<file path="src/logic/axi_pkg.sv">
// single-ID AXI4 subset with INCR bursts of full-width beats only and no ID, LOCK, QOS, REGION, CACHE or PROT
package axi_pkg;

    localparam int addr_w    = 32;
    localparam int data_w    = 64;
    localparam int strb_w    = data_w / 8;          // one strobe per byte lane
    localparam int lane_bits = $clog2(strb_w);      // address bits inside one beat
    localparam int len_w     = 8;

    localparam logic [2:0] size_code  = 3'(lane_bits);   // every beat uses the full bus
    localparam logic [1:0] burst_incr = 2'b01;

    typedef enum logic [1:0] {
        okay   = 2'b00,
        exokay = 2'b01,
        slverr = 2'b10,
        decerr = 2'b11
    } resp_t;

    // shared by the AW and AR channels
    typedef struct packed {
        logic [addr_w-1:0] addr;
        logic [len_w-1:0]  len;     // beats minus one
    } aw_t;

    typedef struct packed {
        logic [data_w-1:0] data;
        logic [strb_w-1:0] strb;
        logic              last;
    } w_t;

    typedef struct packed {
        resp_t resp;
    } b_t;

    typedef struct packed {
        logic [data_w-1:0] data;
        resp_t             resp;
        logic              last;
    } r_t;

endpackage

</file>
<file path="src/logic/burst_pkg.sv">
// user commands span at most one 4 KiB page boundary since 256 beats of 8 bytes is half a page
package burst_pkg;

    localparam int page_bytes = 4096;
    localparam int page_bits  = $clog2(page_bytes);

    // one user request
    typedef struct packed {
        logic [axi_pkg::addr_w-1:0] addr;   // must be beat aligned
        logic [axi_pkg::len_w-1:0]  len;    // beats minus one
    } cmd_t;

    // burst currently offered by a planner
    typedef struct packed {
        logic [axi_pkg::addr_w-1:0] addr;
        logic [axi_pkg::len_w-1:0]  len;
        logic                       last;   // no further burst follows for this command
    } burst_t;

    typedef struct packed {
        logic misaligned;
        logic short_data;   // FIFO held fewer beats than requested
    } wr_err_t;

endpackage

</file>
<file path="src/logic/burst_planner.sv">
// holds one command and offers at most two page-safe bursts; address math assumes a beat-aligned start
`timescale 1ns/1ps

module burst_planner
(
    input  logic                aclk,
    input  logic                aresetn,
    input  logic                load,
    input  burst_pkg::cmd_t     cmd,
    input  logic                next,
    output burst_pkg::burst_t   burst,
    output logic                misaligned
);

    typedef logic [burst_pkg::page_bits-axi_pkg::lane_bits:0] beats_t;

    burst_pkg::cmd_t                cmd_q;
    logic                           on_rem;         // remainder burst is on offer
    logic [burst_pkg::page_bits:0]  bytes_left;     // 8 up to a full page
    beats_t                         beats_left;
    logic [axi_pkg::len_w:0]        beats_total;
    beats_t                         first_m1;
    beats_t                         rem_m1;
    logic                           split;
    logic [axi_pkg::len_w-1:0]      first_len;
    logic [axi_pkg::len_w-1:0]      rem_len;
    logic [axi_pkg::addr_w-1:0]     rem_addr;

    always_ff @(posedge aclk)
    begin
        if (!aresetn)
            on_rem <= 1'b0;
        else if (load)
            on_rem <= 1'b0;
        else if (next)
            on_rem <= 1'b1;
    end

    always_ff @(posedge aclk)
    begin
        if (load)
            cmd_q <= cmd;
    end

    // distance to the next page edge, in bytes and then in beats
    assign bytes_left  = (burst_pkg::page_bits + 1)'(burst_pkg::page_bytes)
                       - {1'b0, cmd_q.addr[burst_pkg::page_bits-1:0]};
    assign beats_left  = bytes_left[burst_pkg::page_bits:axi_pkg::lane_bits];
    assign beats_total = {1'b0, cmd_q.len} + 1'b1;

    assign split    = beats_t'(beats_total) > beats_left;
    assign first_m1 = beats_left - 1'b1;
    assign rem_m1   = beats_t'(beats_total) - beats_left - 1'b1;   // valid only when split

    assign first_len = split ? first_m1[axi_pkg::len_w-1:0] : cmd_q.len;
    assign rem_len   = rem_m1[axi_pkg::len_w-1:0];

    // second burst starts right on the page edge
    assign rem_addr = {cmd_q.addr[axi_pkg::addr_w-1:burst_pkg::page_bits] + 1'b1,
                       {burst_pkg::page_bits{1'b0}}};

    always_comb
    begin
        if (on_rem)
        begin
            burst.addr = rem_addr;
            burst.len  = rem_len;
            burst.last = 1'b1;
        end
        else
        begin
            burst.addr = cmd_q.addr;
            burst.len  = first_len;
            burst.last = !split;
        end
    end

    assign misaligned = |cmd_q.addr[axi_pkg::lane_bits-1:0];

endmodule

</file>
<file path="src/logic/write_engine.sv">
// safe-mode writer that starts only when the FIFO already holds every beat, one burst in flight
`timescale 1ns/1ps

module write_engine
(
    input  logic                    aclk,
    input  logic                    aresetn,
    input  logic                    start,
    input  burst_pkg::cmd_t         cmd,
    output logic                    free,
    output burst_pkg::wr_err_t      error,
    output axi_pkg::resp_t          status,
    input  logic [axi_pkg::len_w:0] fifo_cnt,
    input  axi_pkg::w_t             fifo_data,
    output logic                    pop,
    output axi_pkg::aw_t            aw,
    output logic                    aw_valid,
    input  logic                    aw_ready,
    output axi_pkg::w_t             w,
    output logic                    w_valid,
    input  logic                    w_ready,
    input  axi_pkg::b_t             b,
    input  logic                    b_valid,
    output logic                    b_ready,
    output logic                    plan_load,
    output burst_pkg::cmd_t         plan_cmd,
    output logic                    plan_next,
    input  burst_pkg::burst_t       burst,
    input  logic                    misaligned
);

    typedef enum logic [4:0] {
        st_idle    = 5'b00001,
        st_check   = 5'b00010,
        st_address = 5'b00100,
        st_data    = 5'b01000,
        st_resp    = 5'b10000
    } state_t;

    state_t                     state;
    state_t                     state_nx;
    logic [axi_pkg::len_w-1:0]  len_q;      // whole command, beats minus one
    logic [axi_pkg::len_w-1:0]  beat_cnt;   // beats sent in the current burst
    logic                       accept;
    logic                       short_data;
    logic                       w_fire;
    logic                       b_fire;

    assign free       = (state == st_idle);
    assign accept     = start && free;
    assign w_fire     = w_valid && w_ready;
    assign b_fire     = b_valid && b_ready;
    assign short_data = fifo_cnt < ({1'b0, len_q} + 1'b1);

    always_comb
    begin
        state_nx = state;
        case (state)
            st_idle:    if (accept) state_nx = st_check;
            st_check:   state_nx = (misaligned || short_data) ? st_idle : st_address;
            st_address: if (aw_ready) state_nx = st_data;
            st_data:    if (w_fire && w.last) state_nx = st_resp;
            st_resp:    if (b_fire) state_nx = burst.last ? st_idle : st_address;
            default:    state_nx = st_idle;
        endcase
    end

    always_ff @(posedge aclk)
    begin
        if (!aresetn)
            state <= st_idle;
        else
            state <= state_nx;
    end

    always_ff @(posedge aclk)
    begin
        if (accept)
            len_q <= cmd.len;
    end

    always_ff @(posedge aclk)
    begin
        if (!aresetn)
            beat_cnt <= '0;
        else if (state == st_address)
            beat_cnt <= '0;                 // restart for each burst
        else if (w_fire)
            beat_cnt <= beat_cnt + 1'b1;
    end

    // error and status hold until the next command is taken
    always_ff @(posedge aclk)
    begin
        if (!aresetn || accept)
        begin
            error  <= '0;
            status <= axi_pkg::okay;
        end
        else
        begin
            if (state == st_check)
            begin
                error.misaligned <= misaligned;
                error.short_data <= short_data;
            end
            if (b_fire)
                status <= b.resp;           // last burst wins
        end
    end

    assign plan_load = accept;
    assign plan_cmd  = cmd;
    assign plan_next = b_fire;

    assign aw       = axi_pkg::aw_t'{addr: burst.addr, len: burst.len};
    assign aw_valid = (state == st_address);
    assign w_valid  = (state == st_data);  // data was counted before the address went out
    assign b_ready  = (state == st_resp);
    assign pop      = w_fire;

    always_comb
    begin
        w      = fifo_data;
        w.last = (beat_cnt == burst.len);
    end

endmodule

</file>
<file path="src/logic/read_engine.sv">
// reader with one burst in flight; a full user FIFO stalls RREADY and a misaligned start aborts
`timescale 1ns/1ps

module read_engine
(
    input  logic                        aclk,
    input  logic                        aresetn,
    input  logic                        start,
    input  burst_pkg::cmd_t             cmd,
    output logic                        free,
    output logic                        error,
    output axi_pkg::resp_t              status,
    input  logic                        fifo_full,
    output logic                        push,
    output logic [axi_pkg::data_w-1:0]  data,
    output axi_pkg::aw_t                ar,
    output logic                        ar_valid,
    input  logic                        ar_ready,
    input  axi_pkg::r_t                 r,
    input  logic                        r_valid,
    output logic                        r_ready,
    output logic                        plan_load,
    output burst_pkg::cmd_t             plan_cmd,
    output logic                        plan_next,
    input  burst_pkg::burst_t           burst,
    input  logic                        misaligned
);

    typedef enum logic [3:0] {
        st_idle    = 4'b0001,
        st_check   = 4'b0010,
        st_address = 4'b0100,
        st_resp    = 4'b1000
    } state_t;

    state_t state;
    state_t state_nx;
    logic   accept;
    logic   r_fire;

    assign free   = (state == st_idle);
    assign accept = start && free;
    assign r_fire = r_valid && r_ready;

    always_comb
    begin
        state_nx = state;
        case (state)
            st_idle:    if (accept) state_nx = st_check;
            st_check:   state_nx = misaligned ? st_idle : st_address;
            st_address: if (ar_ready) state_nx = st_resp;
            st_resp:    if (r_fire && r.last) state_nx = burst.last ? st_idle : st_address;
            default:    state_nx = st_idle;
        endcase
    end

    always_ff @(posedge aclk)
    begin
        if (!aresetn)
            state <= st_idle;
        else
            state <= state_nx;
    end

    always_ff @(posedge aclk)
    begin
        if (!aresetn || accept)
        begin
            error  <= 1'b0;
            status <= axi_pkg::okay;
        end
        else
        begin
            if (state == st_check)
                error <= misaligned;
            if (r_fire && (r.resp > status))
                status <= r.resp;           // keep the worst code seen
        end
    end

    assign plan_load = accept;
    assign plan_cmd  = cmd;
    assign plan_next = r_fire && r.last;

    assign ar       = axi_pkg::aw_t'{addr: burst.addr, len: burst.len};
    assign ar_valid = (state == st_address);
    assign r_ready  = (state == st_resp) && !fifo_full;
    assign push     = r_fire;
    assign data     = r.data;

endmodule

</file>
<file path="src/logic/axi_burst_master.sv">
// single-ID AXI4 master with full-width INCR bursts; the write FIFO must be first-word-fall-through
`timescale 1ns/1ps

module axi_burst_master
(
    input  logic                        aclk,
    input  logic                        aresetn,
    // write command and status
    input  logic                        w_start,
    input  burst_pkg::cmd_t             w_cmd,
    output logic                        w_free,
    output burst_pkg::wr_err_t          w_error,
    output axi_pkg::resp_t              w_status,
    // write FIFO
    input  logic [axi_pkg::data_w-1:0]  w_data,
    input  logic [axi_pkg::strb_w-1:0]  w_strb,
    input  logic [axi_pkg::len_w:0]     w_fifo_cnt,
    input  logic                        w_fifo_empty,
    output logic                        w_pop,
    // read command and status
    input  logic                        r_start,
    input  burst_pkg::cmd_t             r_cmd,
    output logic                        r_free,
    output logic                        r_error,
    output axi_pkg::resp_t              r_status,
    // read FIFO
    output logic [axi_pkg::data_w-1:0]  r_data,
    input  logic                        r_fifo_full,
    output logic                        r_push,
    // AXI write channels
    output axi_pkg::aw_t                m_axi_aw,
    output logic                        m_axi_awvalid,
    input  logic                        m_axi_awready,
    output logic [2:0]                  m_axi_awsize,
    output logic [1:0]                  m_axi_awburst,
    output axi_pkg::w_t                 m_axi_w,
    output logic                        m_axi_wvalid,
    input  logic                        m_axi_wready,
    input  axi_pkg::b_t                 m_axi_b,
    input  logic                        m_axi_bvalid,
    output logic                        m_axi_bready,
    // AXI read channels
    output axi_pkg::aw_t                m_axi_ar,
    output logic                        m_axi_arvalid,
    input  logic                        m_axi_arready,
    output logic [2:0]                  m_axi_arsize,
    output logic [1:0]                  m_axi_arburst,
    input  axi_pkg::r_t                 m_axi_r,
    input  logic                        m_axi_rvalid,
    output logic                        m_axi_rready
);

    axi_pkg::w_t                w_fifo_word;
    logic [axi_pkg::len_w:0]    w_level;
    logic                       wr_load;
    burst_pkg::cmd_t            wr_cmd;
    logic                       wr_next;
    burst_pkg::burst_t          wr_burst;
    logic                       wr_misaligned;
    logic                       rd_load;
    burst_pkg::cmd_t            rd_cmd;
    logic                       rd_next;
    burst_pkg::burst_t          rd_burst;
    logic                       rd_misaligned;

    // last is filled in by the engine
    assign w_fifo_word = axi_pkg::w_t'{data: w_data, strb: w_strb, last: 1'b0};
    assign w_level     = w_fifo_empty ? '0 : w_fifo_cnt;   // empty FIFO counts as no beats

    assign m_axi_awsize  = axi_pkg::size_code;
    assign m_axi_awburst = axi_pkg::burst_incr;
    assign m_axi_arsize  = axi_pkg::size_code;
    assign m_axi_arburst = axi_pkg::burst_incr;

    burst_planner u_wr_plan
    (
        .aclk       (aclk),
        .aresetn    (aresetn),
        .load       (wr_load),
        .cmd        (wr_cmd),
        .next       (wr_next),
        .burst      (wr_burst),
        .misaligned (wr_misaligned)
    );

    burst_planner u_rd_plan
    (
        .aclk       (aclk),
        .aresetn    (aresetn),
        .load       (rd_load),
        .cmd        (rd_cmd),
        .next       (rd_next),
        .burst      (rd_burst),
        .misaligned (rd_misaligned)
    );

    write_engine u_wr
    (
        .aclk       (aclk),
        .aresetn    (aresetn),
        .start      (w_start),
        .cmd        (w_cmd),
        .free       (w_free),
        .error      (w_error),
        .status     (w_status),
        .fifo_cnt   (w_level),
        .fifo_data  (w_fifo_word),
        .pop        (w_pop),
        .aw         (m_axi_aw),
        .aw_valid   (m_axi_awvalid),
        .aw_ready   (m_axi_awready),
        .w          (m_axi_w),
        .w_valid    (m_axi_wvalid),
        .w_ready    (m_axi_wready),
        .b          (m_axi_b),
        .b_valid    (m_axi_bvalid),
        .b_ready    (m_axi_bready),
        .plan_load  (wr_load),
        .plan_cmd   (wr_cmd),
        .plan_next  (wr_next),
        .burst      (wr_burst),
        .misaligned (wr_misaligned)
    );

    read_engine u_rd
    (
        .aclk       (aclk),
        .aresetn    (aresetn),
        .start      (r_start),
        .cmd        (r_cmd),
        .free       (r_free),
        .error      (r_error),
        .status     (r_status),
        .fifo_full  (r_fifo_full),
        .push       (r_push),
        .data       (r_data),
        .ar         (m_axi_ar),
        .ar_valid   (m_axi_arvalid),
        .ar_ready   (m_axi_arready),
        .r          (m_axi_r),
        .r_valid    (m_axi_rvalid),
        .r_ready    (m_axi_rready),
        .plan_load  (rd_load),
        .plan_cmd   (rd_cmd),
        .plan_next  (rd_next),
        .burst      (rd_burst),
        .misaligned (rd_misaligned)
    );

endmodule

</file>
<file path="config.mk">
export PLATFORM = sky130hd
export DESIGN_NAME = axi_burst_master
export DESIGN_NICKNAME = d
export VERILOG_FILES = /design/src/logic/axi_pkg.sv /design/src/logic/burst_pkg.sv /design/src/logic/burst_planner.sv /design/src/logic/write_engine.sv /design/src/logic/read_engine.sv /design/src/logic/axi_burst_master.sv
export SDC_FILE = /design/constraint.sdc
export NUM_CORES = 1
export LEC_CHECK = 0
export ABC_AREA = 1
export BUFFER_PORTS_ARGS = -buffer_cell sky130_fd_sc_hd__buf_2
export CAP_MARGIN = 20
export CORE_AREA = 10 10 178 180
export CTS_CLUSTER_DIAMETER = 100
export DETAILED_ROUTE_END_ITERATION = 16
export DIE_AREA = 0 0 188 190
export PLACE_DENSITY = 0.66
export SLEW_MARGIN = 20
export SYNTH_ARGS = -nofsm -noshare
export SYNTH_HDL_FRONTEND = slang
export SYNTH_HIERARCHICAL = 1
export SYNTH_SLANG_ARGS = --single-unit
</file>
<file path="constraint.sdc">
create_clock -name aclk -period 6.1 [get_ports aclk]
set_input_delay 0.61 -clock aclk [delete_from_list [all_inputs] [get_ports aclk]]
set_output_delay 0.61 -clock aclk [all_outputs]
set_load 0.005 [all_outputs]
</file>
==> flow_summary_export.csv, run 1 <==
group,metric,value,unit
route,antenna_left,0,
cts,root_buffer,"clkbuf_16",
synthesis,syn_area,10400,um2
sta,finalHoldViolCount,0,
synthesis,synth-seq-cells,114,
sta,rsz0062_at_grt,"false",
cts,cts_max_level,4,
synthesis,syn_area_per_cell,7.93,um2
setup_path,cp-end-kind,"output pin",
sta,finClkSkew,10.0,ps
cells_and_area,fillers,2912,
min_path,hold_path.class,"in2reg",
cts,clk_latency,430,ps
synthesis,yosysSeqAreaShare,30.4,%
setup_path,critPathSlowestCell,"edfxtp_1",
cts,path_clk_slew,70,ps
cts,cts_inserted_buffers,17,
route,via_per_inst,4.57,
sta,relSlewSlack,38.1,%
pwr,seqPwrFrac,30.5,%
setup_path,path_max_fanout,10,
setup_path,critPathLaunchType,"flop",
placed_design,dp.cells,1595,
sta,tightest_slew,927,ps
cells_and_area,final_cells,1627,
pwr,power_density,383,nW/um2
synthesis,synthCells,1313,
die,io_pins,484,
cells_and_area,nets,1507,
run_status,status,"finished clean",
grt,grt_max_degree,49,
route,drt-total-wl,32600,um
setup_path,slowest_delay,400,ps
sta,slew_viol_final,0,
setup_path,worstPathArrival,3650,ps
route,drt_iter0_drc,375,
cells_and_area,final_cell_mix,"nand2_1, buf_2, inv_1, nor2_1, edfxtp_1",
sta,timing.fmax,235,MHz
setup_path,critPathTopFamily,"simple AND/OR/NAND/NOR gates",
setup_path,critPathKind,"reg2out",
cts,cts_buffer_depth,2,
sta,setup_viol,0,
cells_and_area,final_common_cell,"nand2_1",
cts,post_cts_buffers,0,
pwr,p_int,2.33,mW
setup_path,path_buf_inv,4,
sta,min_period_over_period,69.9,%
pwr,ir_drop,0.289,mV
cells_and_area,areaGrowthSynthToFinish,-1.53,%
sta,layout_setup_ws,1840,ps
route,firstDrtPassIters,5,
synthesis,yosysWarnings,6,
grt,grt_pass1_vias,7378,
setup_path,crit_top_cell,"nand2_1",
die,die_y,190,um
grt,grt_first_pass_wirelength,46800,um
cells_and_area,drive_above_1_share,28.3,%
placed_design,gp_congestion,0.897,
pwr,power_leakage,5.02,nW
cts,hold_buffers,0,
pwr,swShare,40.8,%
cts,cts_resized,0,
sta,layout_min_cycle_time,4260,ps
placed_design,io_buffers,201,
cts,cts_tree,"yes",
grt,globalRouteOverflowTotal,0,
route,drc,0,
die,fp-row-count,62,
pwr,p_comb_share,41.0,%
die,initial_core_util,36.9,%
pwr,clkPwrFrac,28.5,%
grt,track_usage,17.5,%
cts,clock_sinks,114,
die,core_area,28200,um2
cells_and_area,fin_util,36.3,%
route,vias,7428,
flow_run,drv_cap,0,
setup_path,worst_ep_required_time,5490,ps
grt,antenna_found_initial,0,
placed_design,dp_hpwl,27800,um
route,wire_per_inst,20.0,um
die,fp.dieW,188,um
setup_path,path_cells,"nor2_2 -> nand2_4 -> nor2_8 -> nand3_4 -> inv_1 -> nor2_1 -> nor2_1 -> inv_1 -> ha_1 -> nand3_1 -> nand2_1 -> a21boi_4 -> nand3_4 -> nand2_4 -> nand2_1 -> nand3_1 -> nand2_1 -> inv_1 -> nand2_1 -> nand2_1 -> nand2_1 -> nor2_1 -> and2_1 -> buf_2",
die,die_area,35700,um2
sta,tns,0,ps
placed_design,post-place-ws,2330,ps
cells_and_area,diodes,0,
synthesis,ys_types,43,
pwr,p_switching,1.60,mW
## registers in the layout, summed over array words and instances, names as in the netlist
signal	cells
u_rd_plan/cmd_q	40
u_rd/error	1
u_wr/status	2
u_wr_plan/cmd_q	40
u_wr_plan/on_rem	1
u_wr/len_q	8
u_rd/state	4
u_wr/state	5
u_wr/error	2
u_rd/status	2
u_rd_plan/on_rem	1
u_wr/beat_cnt	8
## through the flow
| step | total power, mW | hold WS (ps) | area, um2 |
|---|---|---|---|
| 2_1_floorplan | 2.61 | 457 | 10400 |
| 3_3_place_gp | 2.80 | 450 | 9610 |
| 3_5_place_dp | 2.83 | 460 | 9610 |
| 4_1_cts | 3.98 | 315 | 10300 |
| 5_1_grt | 4.23 | 316 | 10300 |
| 6_report | 3.93 | 344 | 10300 |
## worst register-to-register path, stage by stage, from the launching register on
cell      delay [ps]
edfxtp_1         400
nor2_2           190
nand2_4          110
nor2_8           140
nand3_4          130
inv_1             80
nor2_1            40
nor2_1           140
inv_1             70
ha_1             360
nand3_1          110
nand2_1           80
a21boi_4         160
nand3_4          150
nand2_4          130
nand2_1           60
nand3_1           60
nand2_1          100
inv_1             70
nand2_1           50
nand2_1           70
nand2_1           50
nor2_1           160
nand3_1          130
nand2_1          100
nand2_2           70
nor2_1           110
nor2_2            50
## final cells by class
| cell class | count | area [um2] | area share [%] |
|---|---|---|---|
| Multi-Input combinational cell | 709 | 4240 | 41.4 |
| Sequential cell | 114 | 3160 | 30.8 |
| Timing Repair Buffer | 203 | 1020 | 9.96 |
| Inverter | 185 | 699 | 6.82 |
| Tap cell | 384 | 480 | 4.69 |
| Clock buffer | 17 | 425 | 4.15 |
| Clock inverter | 15 | 223 | 2.17 |
## synth_stat cells (all sizes together)
master / number / area share (%)
a31oi: 2 / 0.12
clkbuf: 3 / 0.11
xnor2: 21 / 1.8
o31ai: 1 / 0.20
a21boi: 1 / 0.18
nand3: 97 / 5.7
xor2: 40 / 3.4
nor3b: 1 / 0.072
nand3b: 5 / 0.36
o21bai: 1 / 0.072
fa: 2 / 0.38
a21o: 2 / 0.14
or2: 1 / 0.060
buf: 310 / 22
inv: 185 / 6.7
nand2: 253 / 10
conb: 2 / 0.072
a21oi: 25 / 1.2
ha: 34 / 4.1
o21ai: 34 / 1.7
a211oi: 2 / 0.14
dfxtp: 26 / 5.0
and2: 1 / 0.060
nand4: 24 / 2.0
nor2: 134 / 6.9
nor3: 18 / 1.2
edfxtp: 88 / 25
## routing by layer
metal	up-vias	routed length [um]	GRT usage, %
li1	3681	-	-
met1	3295	10200	14.9
met2	430	16800	31.9
met3	22	5300	13.0
met4	0	292	4.12
met5	-	0	0
## power groups by stage
stage               logic (mW)  registers, mW  clock network (mW)
floorplan                 1.42           1.19                   0
global placement          1.59           1.21                   0
detailed placement        1.61           1.21                   0
CTS                       1.62           1.20                1.15
global route              1.82           1.22                1.19
finish                    1.61           1.20                1.12
## cell families (layout without fill, tap and decap cells)
family | count (synthesis) | count (layout) | synth area share (%)
AOI/OAI and AO/OA | 68 | 68 | 3.84
xor gates and xnor gates | 61 | 61 | 5.13
adders and majority gates | 36 | 36 | 4.47
buffers and inverters | 498 | 420 | 29.3
DFF | 114 | 114 | 30.4
other | 2 | 10 | 0.0721
and+or+nand+nor | 534 | 534 | 26.8
## path summary, 6_finish.rpt
check                                    start                            to  slack (ps)  cells after the start
setup / recovery  u_wr_plan/cmd_q[9]$_DFFE_PP_                    m_axi_w[0]        1840                     24
hold reg to reg     u_wr/error[1]$_SDFFE_PP0P_    u_wr/error[1]$_SDFFE_PP0P_         460                      2
setup reg to reg  u_wr_plan/cmd_q[9]$_DFFE_PP_    u_wr/state[2]$_SDFFE_PN0P_        2620                     27
hold / removal                        r_cmd[9]  u_rd_plan/cmd_q[9]$_DFFE_PP_         340                      1
No activity file was read; power rests on OpenSTA's default activity.
==> run 2: changes to the inputs <==
- clock period: 6.1 -> 4.4 ns (I/O delays scaled with it)
==> flow_summary_export.csv, run 2 (same netlist as run 1, synthesis figures left out) <==
group,metric,value,unit
run_status,status,"finished clean",
cts,cts_inserted_buffers,17,
die,initial_core_util,36.9,%
pwr,ir_drop,0.345,mV
cts,root_buffer,"clkbuf_16",
pwr,power_density,525,nW/um2
route,drt-total-wl,32400,um
setup_path,critPathSlowestCell,"edfxtp_1",
cts,cts_buffer_depth,2,
die,core_area,28200,um2
pwr,p_comb_share,41.5,%
setup_path,slowest_delay,420,ps
pwr,total_power,5.39,mW
sta,slew_viol_final,0,
placed_design,dp.cells,1597,
grt,globalRouteOverflowTotal,0,
pwr,swShare,41.1,%
cells_and_area,final_common_cell,"nand2_1",
pwr,seqPwrFrac,30.9,%
pwr,clkPwrFrac,27.6,%
sta,tightest_slew,589,ps
cells_and_area,postLayoutCellArea,10300,um2
setup_path,cp-end-kind,"output pin",
route,drc,0,
route,drt_iter0_drc,335,
setup_path,ff2ff_path_depth,27,
die,die_y,190,um
cts,post_cts_buffers,0,
cells_and_area,diodes,0,
sta,setup_viol,0,
flow_run,drv_cap,0,
route,antenna_left,0,
pwr,p_switching,2.21,mW
cells_and_area,final_cell_mix,"nand2_1, buf_2, inv_1, nor2_1, edfxtp_1",
sta,tns,0,ps
sta,finalHoldViolCount,0,
route,wire_per_inst,19.9,um
placed_design,placed_area,9620,um2
die,fp-row-count,62,
setup_path,worstPathArrival,3550,ps
sta,timing.fmax,250,MHz
placed_design,gp_congestion,0.906,
cts,clk_latency,430,ps
cts,cts_tree,"yes",
cells_and_area,top_regs,"u_rd_plan/cmd_q: 40 flops, u_wr_plan/cmd_q: 40 flops",
cells_and_area,nets,1509,
die,io_pins,484,
setup_path,path_max_fanout,6,
setup_path,worst_ep_required_time,3960,ps
grt,track_usage,17.7,%
sta,min_period_over_period,90.8,%
min_path,hold_path.class,"in2reg",
cts,clock_sinks,114,
min_path,min_path_cells,1,
setup_path,critPathKind,"reg2out",
setup_path,crit_top_cell,"nand2_1",
pwr,power_leakage,5.02,nW
route,vias,7382,
sta,rsz0062_at_grt,"false",
cells_and_area,areaGrowthSynthToFinish,-1.54,%
placed_design,dp_hpwl,28000,um
sta,layout_min_cycle_time,3990,ps
die,fp.dieW,188,um
route,firstDrtPassIters,5,
pwr,p_int,3.17,mW
setup_path,path_cells,"nor2_4 -> nand2_4 -> nor2_8 -> inv_1 -> nand2_1 -> ha_1 -> nand2_1 -> nand2_1 -> a21oi_1 -> nor2_1 -> o21ai_0 -> nand2_1 -> nand2_1 -> nand2_1 -> a21oi_1 -> nand3b_1 -> nand2_1 -> inv_1 -> nand2_1 -> nand2_1 -> nand2_1 -> nor2_1 -> and2_1 -> buf_2",
setup_path,critPathLaunchType,"flop",
route,via_per_inst,4.53,
sta,finClkSkew,6.76,ps
cells_and_area,final_cells,1629,
grt,grt_pass1_vias,7393,
cells_and_area,drive_above_1_share,28.6,%
cts,path_clk_slew,60,ps
cts,cts_max_level,4,
grt,grt_first_pass_wirelength,47400,um
die,die_area,35700,um2
sta,relSlewSlack,60.6,%
grt,antenna_found_initial,0,
placed_design,io_buffers,201,
grt,grt_max_degree,30,
==> run 2: cell types whose count changed in the layout (fill, tap and decap cells not counted), sizes merged <==
cell    before  now
clkinv       4    3
bufinv       4    3
buf        203  205
inv        191  193
==> run 2: repair_timing <==
item	CTS	global route
hold buffers	0	0
endpoints found under the setup margin	0	1
endpoints found under the hold margin	0	0
gates resized for setup	0	3
==> run 2: power by group through the flow <==
| stage | Combinational [mW] | Clock, mW | Sequential (mW) |
|---|---|---|---|
| 3_3_place_gp | 2.22 | 0 | 1.67 |
| 6_report | 2.24 | 1.48 | 1.66 |
| 5_1_grt | 2.53 | 1.58 | 1.69 |
| 4_1_cts | 2.26 | 1.54 | 1.66 |
| 2_1_floorplan | 1.96 | 0 | 1.65 |
| 3_5_place_dp | 2.24 | 0 | 1.68 |
==> run 2: path summary, 6_finish.rpt <==
check	endpoint	slack (ps)	start
max	m_axi_w[0]	410	u_wr_plan/cmd_q[9]$_DFFE_PP_
max reg2reg	u_wr/state[2]$_SDFFE_PN0P_	1000	u_wr_plan/cmd_q[9]$_DFFE_PP_
min	u_rd_plan/cmd_q[34]$_DFFE_PP_	180	r_cmd[34]
min reg2reg	u_wr/error[1]$_SDFFE_PP0P_	460	u_wr/error[1]$_SDFFE_PP0P_
==> run 2: cell type report <==
type,instances,area [um2]
fill,2947,18000
inverter,185,699
timing repair buffer,205,1040
clock buffer,17,425
multi-input combinational,709,4250
clock inverter,15,195
tap,384,480
sequential,114,3160
==> run 2: per-stage QoR <==
step / setup WS (ps) / hold WS, ps / utilization [%]
after floorplan: 1150 / 457 / -
after global placement: 940 / 450 / 34.1
after detailed placement: 824 / 454 / 34.1
after CTS: 353 / 147 / 36.3
after global routing: 27.9 / 149 / 36.3
final: 406 / 179 / 36.3
==> run 2: metal layers <==
metal  track usage, %  vias up  part of all wire, %
li1                 -     3673                    -
met1             15.2     3272                   31
met2             32.0      424                   52
met3             13.1       13                   16
met4             4.09        0                 0.72
met5                0        -                    0
==> run 2: critical path, delay by kind of cell, from the launching register on <==
| family | cells | cell delay [ps] |
|---|---|---|
| compound gates | 3 | 430 |
| flops | 1 | 420 |
| buf+inv | 3 | 270 |
| fa+ha+maj | 1 | 330 |
| simple gates | 17 | 1690 |
==> run 3: changes to the inputs <==
- clock period: 4.4 -> 4.81 ns (I/O delays scaled with it)
==> flow_summary_export.csv, run 3 (same netlist as run 1, synthesis figures left out) <==
group,metric,value,unit
route,firstDrtPassIters,5,
route,via_per_inst,4.52,
setup_path,ff2ff_setup_slack,1340,ps
setup_path,worstPathArrival,3610,ps
route,drt-total-wl,32200,um
setup_path,crit_top_cell,"nand2_1",
placed_design,gp_congestion,0.898,
cells_and_area,nets,1508,
route,drt_iter0_drc,313,
pwr,power_density,471,nW/um2
cts,hold_buffers,0,
die,initial_core_util,36.9,%
setup_path,critPathLaunch,"u_wr_plan/cmd_q[9]$_DFFE_PP_",
cells_and_area,drive_above_1_share,28.3,%
setup_path,r2r-start,"u_wr_plan/cmd_q[9]$_DFFE_PP_",
sta,min_period_over_period,85.1,%
cells_and_area,final_cell_mix,"nand2_1, buf_2, inv_1, nor2_1, edfxtp_1",
grt,globalRouteOverflowTotal,0,
route,highest_layer,"met5",
die,fp-row-count,62,
setup_path,critPathKind,"reg2out",
min_path,hold_path.class,"in2reg",
cts,clock_sinks,114,
placed_design,io_buffers,201,
grt,grt_first_pass_wirelength,46600,um
sta,setup_viol,0,
setup_path,slowest_delay,390,ps
sta,relSlewSlack,43.1,%
route,drc,0,
grt,track_usage,17.5,%
grt,grt_max_degree,49,
sta,hold_slack,225,ps
route,dr_wl_met3,5520,um
grt,antenna_found_initial,2,
cts,cts_buffer_depth,2,
setup_path,ff2ff_path_depth,27,
cells_and_area,fillers,2938,
cts,cts_inserted_buffers,17,
sta,finClkSkew,9.86,ps
sta,finalHoldViolCount,0,
route,vias,7370,
run_status,status,"finished clean",
cells_and_area,final_common_cell,"nand2_1",
setup_path,worstReg2RegEnd,"u_wr/state[2]$_SDFFE_PN0P_",
setup_path,critPathSlowestCell,"edfxtp_1",
die,core_area,28200,um2
setup_path,path_max_fanout,10,
cts,clk_latency,430,ps
sta,tightest_slew,853,ps
grt,grt_pass1_vias,7263,
cells_and_area,top_regs,"u_rd_plan/cmd_q: 40 flops, u_wr_plan/cmd_q: 40 flops",
pwr,power_leakage,5.00,nW
sta,slew_viol_final,0,
cells_and_area,areaGrowthSynthToFinish,-2.16,%
setup_path,worst_ep_required_time,4330,ps
pwr,ir_drop,0.350,mV
die,fp.dieW,188,um
sta,tns,0,ps
pwr,total_power,4.80,mW
cts,cts_max_level,4,
cts,path_clk_slew,60,ps
sta,rsz0062_at_grt,"false",
route,antenna_left,0,
cts,cts_tree,"yes",
sta,layout_min_cycle_time,4100,ps
setup_path,cp-end-kind,"output pin",
flow_run,drv_cap,0,
route,dr_wl_met2,16500,um
cts,root_buffer,"clkbuf_16",
cts,post_cts_buffers,0,
placed_design,placed_area,9610,um2
route,wl_met1,9820,um
setup_path,path_cells,"nor2_2 -> nand2_4 -> nor2_8 -> nand2_1 -> nand2_1 -> o21ai_1 -> ha_1 -> a21oi_1 -> inv_1 -> nand4_1 -> nand2_1 -> nand2_2 -> nand3_4 -> nand2_4 -> nand2_1 -> nand3_1 -> nand2_1 -> inv_1 -> nand2_1 -> nand2_1 -> nand2_1 -> nor2_1 -> and2_1 -> buf_2",
setup_path,critPathLaunchType,"flop",
die,io_pins,484,
route,wire_per_inst,19.8,um
placed_design,dp_hpwl,28000,um
die,die_area,35700,um2
sta,timing.fmax,244,MHz
cells_and_area,postLayoutCellArea,10200,um2
cts,cts_resized,0,
cells_and_area,fin_util,36.1,%
setup_path,crit_end,"m_axi_w[0]",
die,die_y,190,um
run 3: changes by cell type in the layout (fill, tap and decap cells not counted):
cell | previous run | this run
a21oi_1 | 23 | 24
a21oi_2 | 2 | 1
buf_4 | 4 | 3
bufinv_16 | 3 | 1
clkinv_1 | 0 | 1
clkinv_2 | 1 | 2
clkinv_4 | 2 | 3
diode_2 | 0 | 1
inv_6 | 6 | 4
inv_8 | 2 | 3
nor2_1 | 98 | 99
nor2_4 | 15 | 14
run 3: stage by stage:
step	cells	setup slack, ps
final	1629	715
after global routing	1628	316
after CTS	1628	700
after detailed placement	1596	1200
after global placement	1596	1290
after floorplan	1321	1560
run 3: critical path, delay by kind of cell (launching register included):
kind	cells	cell delay, ps
AO/OA/AOI/OAI	2	370
adder cells (fa/ha/maj)	1	380
buffers and inverters	3	270
flip-flops	1	390
AND/OR/NAND/NOR	18	1780
run 3: layout make-up:
class	count	area (um2)	area share, %
multi-input cells	709	4240	41.6
flip-flops and latches	114	3160	31.0
repair buffers	204	1030	10.1
inverters	185	699	6.86
well taps	384	480	4.72
clock buffers	17	425	4.18
clock inverters	15	146	1.44
diodes	1	2.50	0.0246
run 3: report_power, final:
part	leakage, nW	internal, mW	switching (mW)	total, mW
sequential	1.04	1.35	0.170	1.52
combinational	3.67	0.720	1.32	2.04
clock	0.282	0.724	0.515	1.24
total	5.00	2.79	2.01	4.80
run 3: how the worst min path moves through the flow:
stage | cells past startpoint | slack [ps] | to | from
after detailed placement | 2 | 470 | u_wr/status[1]$_SDFFE_PP0P_ | u_wr/status[1]$_SDFFE_PP0P_
after floorplan | 2 | 460 | u_wr/error[1]$_SDFFE_PP0P_ | u_wr/error[1]$_SDFFE_PP0P_
after global placement | 2 | 450 | u_wr/error[1]$_SDFFE_PP0P_ | u_wr/error[1]$_SDFFE_PP0P_
after CTS | 1 | 190 | u_wr_plan/cmd_q[25]$_DFFE_PP_ | w_cmd[25]
after global routing | 1 | 190 | u_wr_plan/cmd_q[12]$_DFFE_PP_ | w_cmd[12]
final | 1 | 220 | u_rd_plan/cmd_q[7]$_DFFE_PP_ | r_cmd[7]
run 3: metal layers:
layer	vias up	GRT usage, %
li1	3672	-
met1	3226	14.8
met2	447	31.3
met3	23	13.8
met4	2	4.12
met5	-	0
